--- src/include/csr_settings.svh ---
`ifndef CSR_SETTINGS_SVH
`define CSR_SETTINGS_SVH

// Machine CSR indexes.
`define CSR_MSTATUS    12'h300
`define CSR_MIE        12'h304
`define CSR_MTVEC      12'h305
`define CSR_MEPC       12'h341
`define CSR_MCAUSE     12'h342
`define CSR_MIP        12'h344
`define CSR_MVENDORID  12'hF11
`define CSR_MARCHID    12'hF12
`define CSR_MIMPID     12'hF13
`define CSR_MHARTID    12'hF14

// Read-only ID values.
`define CSR_VENDORID   32'h0000_0A5C
`define CSR_ARCHID     32'h0000_0017
`define CSR_IMPID      32'h0001_0203
`define CSR_HARTID     32'h0000_0000

`define RESET_PC       32'h0000_0200

// mcause codes, one per source.
`define CAUSE_TIMER    32'h8000_0080
`define CAUSE_EXTERNAL 32'h8000_0800
`define CAUSE_SOFTWARE 32'h0000_0800

`endif

--- src/verilog/csr_pkg.sv ---
`default_nettype none

package csr_pkg;

	// CSR instruction kind.
	typedef enum logic [1:0] {
		CSR_RW,
		CSR_RS,
		CSR_RC
	} csr_op_e;

	// One CSR instruction.
	typedef struct packed {
		csr_op_e     kind;
		logic [11:0] index;
		logic [31:0] operand;
	} csr_op_t;

	// Interrupt request bits, one per source.
	typedef struct packed {
		logic timer;
		logic external;
		logic software;
	} irq_lines_t;

	// Write port into the CSR file.
	typedef struct packed {
		logic        strobe;
		logic [11:0] index;
		logic [31:0] data;
	} csr_write_t;

	// Trap report.
	typedef struct packed {
		logic        taken;
		logic [31:0] cause;
		logic [31:0] epc;
		logic [31:0] target;
	} trap_t;

endpackage

`default_nettype wire

--- src/verilog/irq_sync.sv ---
`timescale 1ns/100ps
`default_nettype none

module irq_sync import csr_pkg::*; (
	input  wire logic i_clock,
	input  wire logic i_reset,

	// Asynchronous level inputs.
	input  wire logic i_timer,
	input  wire logic i_external,

	// Already in the clock domain.
	input  wire logic i_software,

	output irq_lines_t o_lines
);

	// Bit 1 is external, bit 0 is timer.
	logic [1:0] stage0;
	logic [1:0] stage1;

	always_ff @(posedge i_clock) begin
		if (i_reset) begin
			stage0 <= 2'b0;
			stage1 <= 2'b0;
		end
		else begin
			stage0 <= {i_external, i_timer};
			stage1 <= stage0;
		end
	end

	assign o_lines = '{
		timer:    stage1[0],
		external: stage1[1],
		software: i_software
	};

endmodule

`default_nettype wire

--- src/verilog/csr_access.sv ---
`timescale 1ns/100ps
`default_nettype none

module csr_access import csr_pkg::*; (
	input  wire logic        i_clock,
	input  wire logic        i_reset,

	input  wire csr_op_t     i_op,
	input  wire logic        i_op_valid,

	// CSR file access.
	output logic [11:0]      o_index,
	input  wire logic [31:0] i_rdata,
	output csr_write_t       o_write,

	output logic [31:0]      o_result,
	output logic             o_result_valid
);

	logic operand_zero;

	assign o_index      = i_op.index;
	assign operand_zero = (i_op.operand == 32'b0);

	// Read-modify-write on the old value.
	always_comb begin
		o_write.index  = i_op.index;
		o_write.strobe = 1'b0;
		o_write.data   = i_op.operand;
		case (i_op.kind)
			CSR_RW: begin
				o_write.strobe = i_op_valid;
			end
			CSR_RS: begin
				o_write.data   = i_rdata | i_op.operand;
				o_write.strobe = i_op_valid && !operand_zero;
			end
			CSR_RC: begin
				o_write.data   = i_rdata & ~i_op.operand;
				o_write.strobe = i_op_valid && !operand_zero;
			end
			default: ;
		endcase
	end

	always_ff @(posedge i_clock) begin
		if (i_reset)
			o_result_valid <= 1'b0;
		else
			o_result_valid <= i_op_valid;
	end

	always_ff @(posedge i_clock) begin
		if (i_op_valid)
			o_result <= i_rdata;
	end

endmodule

`default_nettype wire

--- src/verilog/csr_file.sv ---
`timescale 1ns/100ps
`default_nettype none

`include "csr_settings.svh"

module csr_file import csr_pkg::*; (
	input  wire logic        i_clock,
	input  wire logic        i_reset,

	// Read port.
	input  wire logic [11:0] i_index,
	output logic [31:0]      o_rdata,

	// Write port.
	input  wire csr_write_t  i_write,

	// Conditioned interrupt lines.
	input  wire irq_lines_t  i_irq,

	// Interrupt issue towards the trap sequencer.
	output logic             o_irq_pending,
	output logic [31:0]      o_irq_pc,
	output logic [31:0]      o_epc,
	output logic [31:0]      o_cause,
	input  wire logic        i_irq_dispatched,
	input  wire logic [31:0] i_irq_epc
);

	logic        mstatus_mie;
	irq_lines_t  mie_en;
	irq_lines_t  mip;
	logic [31:0] mtvec;
	logic [31:0] mepc;
	logic [31:0] mcause;

	// Source currently handed to the sequencer.
	irq_lines_t  issued;

	irq_lines_t  issue_bit;
	logic [31:0] issue_cause;
	logic        issue_any;

	assign o_epc   = mepc;
	assign o_cause = mcause;

	always_comb begin
		case (i_index)
			`CSR_MSTATUS:   o_rdata = {28'b0, mstatus_mie, 3'b0};
			`CSR_MIE:       o_rdata = {20'b0, mie_en.external, 3'b0, mie_en.timer, 3'b0,
				mie_en.software, 3'b0};
			`CSR_MTVEC:     o_rdata = mtvec;
			`CSR_MEPC:      o_rdata = mepc;
			`CSR_MCAUSE:    o_rdata = mcause;
			`CSR_MIP:       o_rdata = {20'b0, mip.external, 3'b0, mip.timer, 3'b0,
				mip.software, 3'b0};
			`CSR_MVENDORID: o_rdata = `CSR_VENDORID;
			`CSR_MARCHID:   o_rdata = `CSR_ARCHID;
			`CSR_MIMPID:    o_rdata = `CSR_IMPID;
			`CSR_MHARTID:   o_rdata = `CSR_HARTID;
			default:        o_rdata = 32'b0;
		endcase
	end

	// Highest-priority pending source.
	always_comb begin
		issue_bit   = '0;
		issue_cause = 32'b0;
		if (mip.timer) begin
			issue_bit.timer = 1'b1;
			issue_cause     = `CAUSE_TIMER;
		end
		else if (mip.external) begin
			issue_bit.external = 1'b1;
			issue_cause        = `CAUSE_EXTERNAL;
		end
		else if (mip.software) begin
			issue_bit.software = 1'b1;
			issue_cause        = `CAUSE_SOFTWARE;
		end
	end

	assign issue_any = mip.timer | mip.external | mip.software;

	always_ff @(posedge i_clock) begin
		if (i_reset) begin
			mstatus_mie   <= 1'b0;
			mie_en        <= '0;
			mip           <= '0;
			mtvec         <= 32'b0;
			mepc          <= 32'b0;
			mcause        <= 32'b0;
			issued        <= '0;
			o_irq_pending <= 1'b0;
		end
		else begin
			if (i_write.strobe) begin
				case (i_write.index)
					`CSR_MSTATUS: mstatus_mie <= i_write.data[3];
					`CSR_MIE: begin
						mie_en.external <= i_write.data[11];
						mie_en.timer    <= i_write.data[7];
						mie_en.software <= i_write.data[3];
					end
					`CSR_MTVEC:   mtvec <= i_write.data;
					`CSR_MEPC:    mepc <= i_write.data;
					default: ;
				endcase
			end

			// Latch enabled requests.
			if (mstatus_mie) begin
				if (i_irq.timer && mie_en.timer)
					mip.timer <= 1'b1;
				if (i_irq.external && mie_en.external)
					mip.external <= 1'b1;
				if (i_irq.software && mie_en.software)
					mip.software <= 1'b1;
			end

			if (!o_irq_pending && issue_any) begin
				o_irq_pending <= 1'b1;
				mcause        <= issue_cause;
				issued        <= issue_bit;
			end

			// Dispatch overrides both latching and an mepc write.
			if (i_irq_dispatched) begin
				mepc <= i_irq_epc;
				if (issued.timer)
					mip.timer <= 1'b0;
				if (issued.external)
					mip.external <= 1'b0;
				if (issued.software)
					mip.software <= 1'b0;
				o_irq_pending <= 1'b0;
				issued        <= '0;
			end
		end
	end

	always_ff @(posedge i_clock) begin
		if (!o_irq_pending && issue_any)
			o_irq_pc <= mtvec;
	end

endmodule

`default_nettype wire

--- src/verilog/trap_sequencer.sv ---
`timescale 1ns/100ps
`default_nettype none

`include "csr_settings.svh"

module trap_sequencer import csr_pkg::*; (
	input  wire logic        i_clock,
	input  wire logic        i_reset,

	input  wire logic        i_step,
	input  wire logic        i_mret,

	// Issue from the CSR file.
	input  wire logic        i_irq_pending,
	input  wire logic [31:0] i_irq_pc,
	input  wire logic [31:0] i_epc,
	input  wire logic [31:0] i_cause,
	output logic             o_irq_dispatched,
	output logic [31:0]      o_irq_epc,

	output logic [31:0]      o_pc,
	output trap_t            o_trap
);

	logic [31:0] pc;
	logic        trap_taken;
	logic [31:0] trap_cause;
	logic [31:0] trap_epc;
	logic [31:0] trap_target;

	// Take every issued interrupt on the cycle it appears.
	assign o_irq_dispatched = i_irq_pending;
	assign o_irq_epc        = pc;
	assign o_pc             = pc;

	always_ff @(posedge i_clock) begin
		if (i_reset) begin
			pc         <= `RESET_PC;
			trap_taken <= 1'b0;
		end
		else begin
			trap_taken <= o_irq_dispatched;
			if (o_irq_dispatched)
				pc <= i_irq_pc;
			else if (i_mret)
				pc <= i_epc;
			else if (i_step)
				pc <= pc + 32'd4;
		end
	end

	always_ff @(posedge i_clock) begin
		if (o_irq_dispatched) begin
			trap_cause  <= i_cause;
			trap_epc    <= pc;
			trap_target <= i_irq_pc;
		end
	end

	assign o_trap = '{taken: trap_taken, cause: trap_cause, epc: trap_epc, target: trap_target};

endmodule

`default_nettype wire

--- src/verilog/csr_subsystem.sv ---
`timescale 1ns/100ps
`default_nettype none

module csr_subsystem import csr_pkg::*; (
	input  wire logic       i_clock,
	input  wire logic       i_reset,

	input  wire csr_op_t    i_op,
	input  wire logic       i_op_valid,

	input  wire logic       i_timer_irq,
	input  wire logic       i_external_irq,
	input  wire logic       i_ecall,

	input  wire logic       i_step,
	input  wire logic       i_mret,

	output logic [31:0]     o_result,
	output logic            o_result_valid,
	output logic [31:0]     o_pc,
	output trap_t           o_trap
);

	logic [11:0] csr_index;
	logic [31:0] csr_rdata;
	csr_write_t  csr_write;
	irq_lines_t  irq_lines;
	logic        irq_pending;
	logic [31:0] irq_pc;
	logic [31:0] epc;
	logic [31:0] cause;
	logic        irq_dispatched;
	logic [31:0] irq_epc;

	irq_sync irq_sync0 (
		.i_clock    (i_clock),
		.i_reset    (i_reset),
		.i_timer    (i_timer_irq),
		.i_external (i_external_irq),
		.i_software (i_ecall),
		.o_lines    (irq_lines)
	);

	csr_access csr_access0 (
		.i_clock        (i_clock),
		.i_reset        (i_reset),
		.i_op           (i_op),
		.i_op_valid     (i_op_valid),
		.o_index        (csr_index),
		.i_rdata        (csr_rdata),
		.o_write        (csr_write),
		.o_result       (o_result),
		.o_result_valid (o_result_valid)
	);

	csr_file csr_file0 (
		.i_clock          (i_clock),
		.i_reset          (i_reset),
		.i_index          (csr_index),
		.o_rdata          (csr_rdata),
		.i_write          (csr_write),
		.i_irq            (irq_lines),
		.o_irq_pending    (irq_pending),
		.o_irq_pc         (irq_pc),
		.o_epc            (epc),
		.o_cause          (cause),
		.i_irq_dispatched (irq_dispatched),
		.i_irq_epc        (irq_epc)
	);

	trap_sequencer trap_sequencer0 (
		.i_clock          (i_clock),
		.i_reset          (i_reset),
		.i_step           (i_step),
		.i_mret           (i_mret),
		.i_irq_pending    (irq_pending),
		.i_irq_pc         (irq_pc),
		.i_epc            (epc),
		.i_cause          (cause),
		.o_irq_dispatched (irq_dispatched),
		.o_irq_epc        (irq_epc),
		.o_pc             (o_pc),
		.o_trap           (o_trap)
	);

endmodule

`default_nettype wire

--- config.mk ---
export PLATFORM = sky130hd
export DESIGN_NAME = csr_subsystem
export DESIGN_NICKNAME = d
export VERILOG_FILES = /design/src/verilog/csr_pkg.sv /design/src/verilog/irq_sync.sv /design/src/verilog/csr_access.sv /design/src/verilog/csr_file.sv /design/src/verilog/trap_sequencer.sv /design/src/verilog/csr_subsystem.sv
export VERILOG_INCLUDE_DIRS = /design/src /design/src/include
export SDC_FILE = /design/constraint.sdc
export NUM_CORES = 1
export LEC_CHECK = 0
export ABC_AREA = 1
export BUFFER_PORTS_ARGS = -buffer_cell sky130_fd_sc_hd__buf_2
export CAP_MARGIN = 20
export CORE_ASPECT_RATIO = 0.75
export CORE_MARGIN = 2
export CORE_UTILIZATION = 45
export DETAILED_ROUTE_END_ITERATION = 8
export PLACE_DENSITY = 0.66
export RECOVER_POWER = 100
export SYNTH_ARGS = -nofsm -noshare
export SYNTH_HDL_FRONTEND = slang
export SYNTH_HIERARCHICAL = 1
export SYNTH_SLANG_ARGS = --single-unit
--- constraint.sdc ---
create_clock -name i_clock -period 6.1 [get_ports i_clock]
set_clock_uncertainty 0.05 [all_clocks]
set_input_delay 0.61 -clock i_clock [delete_from_list [all_inputs] [get_ports i_clock]]
set_output_delay 0.61 -clock i_clock [all_outputs]
set_load 0.02 [all_outputs]
==> results.yml <==
run_status:
  status: "finished, violations left"
  violations: "capacitance limit, slew limit"
synthesis:
  synth_xor_area_frac: 0.00451
  synthSimpleGateAreaFrac: 0.248
  synth_cell_types: 44
  synth_adder_area_share: 0.00460
  synth.mux.area_fraction: 0
  synthCells: 1609
  synth.avg_cell_area_um2: 8.44
  synth-compound-area-share: 0.0978
  synth_top_family_by_area: "simple AND/OR/NAND/NOR gates"
  ys_ff_latch: 276
  ys.warnings.count: 6
  yosysSeqAreaShare: 0.525
  yosysTopAreaCell: "edfxtp_1"
  syn_area_um2: 13600
  synth_area_leaders: "edfxtp_1, dfxtp_1, nand2_1, nor2_1, buf_4"
  synth_top_area_share: 0.354
clocking:
  path_clk_slew_ns: 0.06
  clk_latency_ns: 0.55
  clock-sinks: 276
  cts_tree: "yes"
  htreeDepth: 1
  postCtsResizedCells: 0
  post_cts_buffers: 0
  cts_buffers: 29
  clock-root-buffer: "clkbuf_16"
  max-clock-path-buffers: 3
  cts_hold_buf: 0
placed_design:
  place_ws_ns: 2.23
  port_buffers: 215
  hpwl_um: 26900
  place_congestion: 0.896
finish:
  nets: 1797
  n_antenna_cell: 0
  fin_util: 0.501
  syn_to_final_growth_pct: 10.5
  drive_above_1_share: 0.0994
  final_cell_mix: "nand2_1, nor2_1, clkbuf_1"
  layout_commonest_cell: "nand2_1"
min_path:
  min_delay_path_depth: 3
  min_path_type: "in -> reg"
  whs_endpoint: "irq_sync0/stage0[1]$_SDFF_PP0_"
  hp-start: "i_external_irq"
floorplan:
  ios: 216
  die_x_um: 205
  dieArea_um2: 31600
  row_count: 55
  initial_core_util: 0.454
  die-height_um: 154
  core_um2: 29900
worst_setup_path:
  crit_type: "reg -> reg"
  path_cells: "clkinv_1, clkbuf_1, nor2_1, nor2_1, nand2_1, a21oi_1"
  cp-start-kind: "flip-flop"
  rr_endpoint: "trap_sequencer0/o_irq_epc[25]$_SDFFE_PP0P_"
  r2r_slack_ns: 1.65
  crit_path_end_kind: "flip-flop"
  cpMostUsedCell: "nor2_1"
  cpPeakStageDelay_ns: 1.79
  timing.rr.start: "csr_file0/o_irq_pending$_SDFFE_PP0P_"
  arrival_ns: 4.71
  cp_max_fo: 53
  crit_required_ns: 6.37
  ff2ff_path_depth: 6
  slowest_stage: "dfxtp_1"
sta:
  rsz0062_at_grt: "false"
  fin_crit_ns: 4.45
  period_share: 0.729
  finalWorstSetupSlack_ns: 1.65
  tightest_slew_ns: 2.30
  hold_viol_final: 0
  setup_viol: 0
  max_freq_ghz: 0.225
  worst_hold_slack_ns: 0.210
  slew_viol_final: 268
  setup_tns_ns: 0
  relSlewSlack: -0.536
drt:
  drc: 0
  wl_per_cell_um: 17.9
  num_vias: 11131
  wirelength_um: 38700
  vias_per_cell: 5.16
  drt_iter0_markers: 1358
  drtPass1Iterations: 6
  ant_nets: 0
global_route:
  grt_pass1_vias: 9589
  grt_start_max_net_pins: 86
  gr-total-overflow: 0
  grt_pass1_wl_um: 57700
  antenna_found_initial: 0
  globalRouteTotalUtil: 0.237
pwr:
  power_density_nw_per_um2: 271
  leakage_nw: 5.72
  ir_drop_mv: 0.152
flow_run:
  maxCapViolCount: 7
## worst max-delay path by stage
stage / start / to / slack, ns / cells past startpoint
finish: csr_file0/o_irq_pending$_SDFFE_PP0P_ / trap_sequencer0/o_irq_epc[25]$_SDFFE_PP0P_ / 1.65 / 6
global route: csr_file0/o_irq_pending$_SDFFE_PP0P_ / trap_sequencer0/o_irq_epc[14]$_SDFFE_PP0P_ / 1.24 / 6
CTS: i_op_valid / csr_file0/o_epc[12]$_SDFFE_PP0P_ / 2.80 / 10
detailed placement: i_op_valid / csr_file0/o_epc[12]$_SDFFE_PP0P_ / 2.23 / 10
global placement: i_op_valid / csr_file0/o_epc[24]$_SDFFE_PP0P_ / 2.35 / 10
floorplan: csr_file0/o_irq_pending$_SDFFE_PP0P_ / csr_file0/o_irq_pc[0]$_DFFE_PP_ / 1.83 / 3
## synthesized netlist by cell type, drive strengths merged
cell type,instances
nand2,407
nor2,264
a21oi,160
edfxtp,160
buf,132
inv,129
nand3,118
dfxtp,116
o21ai,49
clkbuf,23
o21bai,7
ha,5
xor2,5
nor3,4
or2,4
a21o,3
a221oi,3
and2,3
clkinv,3
nand4,3
dlygate4sd1,2
o211ai,2
o221ai,2
xnor2,2
a31oi,1
conb,1
nor2b,1
## sequential cells by signal, summed over array words and instances, names as in the netlist, 2 cells and up
signal / cells
csr_access0/o_result: 32
csr_file0/mtvec: 32
csr_file0/o_epc: 32
csr_file0/o_irq_pc: 32
trap_sequencer0/o_irq_epc: 32
trap_sequencer0/trap_cause: 32
trap_sequencer0/trap_epc: 32
trap_sequencer0/trap_target: 32
csr_file0/issued: 3
csr_file0/mie_en: 3
csr_file0/mip: 3
csr_file0/o_cause: 3
irq_sync0/stage0: 2
irq_sync0/stage1: 2
## power breakdown
| part | switching [mW] | leakage [nW] | internal, mW | total [mW] |
|---|---|---|---|---|
| combinational | 0.157 | 2.77 | 0.0606 | 0.217 |
| clock | 0.731 | 0.502 | 1.15 | 1.88 |
| sequential | 0.0108 | 2.45 | 1.97 | 1.98 |
## per-stage QoR
step           cells  instance area [µm²]  total power, mW
6_report        2159                15000             4.07
5_1_grt         2159                15000             4.20
4_1_cts         2159                15300             4.11
3_5_place_dp    2106                14200             2.23
3_3_place_gp    2105                14200             2.23
2_1_floorplan   1637                13700             2.19
## final cells by class
cell class | count | area, µm²
multi-input combinational | 1072 | 4910
tap | 399 | 499
clock buffer | 49 | 990
inverter | 132 | 495
clock inverter | 4 | 51.3
fill | 2976 | 14900
timing repair buffer | 227 | 938
sequential | 276 | 7130
## cells by family (layout without fill, tap and decap cells)
logic type	count (synthesis)	in the layout
and+or+nand+nor	804	804
buffers and inverters	289	412
other	1	29
AOI/OAI and AO/OA	227	227
DFF	276	276
adders and majority gates	5	5
xor gates and xnor gates	7	7
## worst max-delay path: cells and delay by family, from the launching register on
family	cells	cell delay [ns]
and+or+nand+nor	3	0.47
buffers and inverters	2	1.78
DFF	1	1.79
AOI/OAI and AO/OA	1	0.06
## metal layers
layer  part of all wire  up-vias  track usage
met5                  0        -            0
met4              0.010        0       0.0342
met3               0.12       34       0.0556
met2               0.36      597        0.297
met1               0.51     5147        0.404
li1                   -     5353            -
No activity file was read; power rests on OpenSTA's default activity.
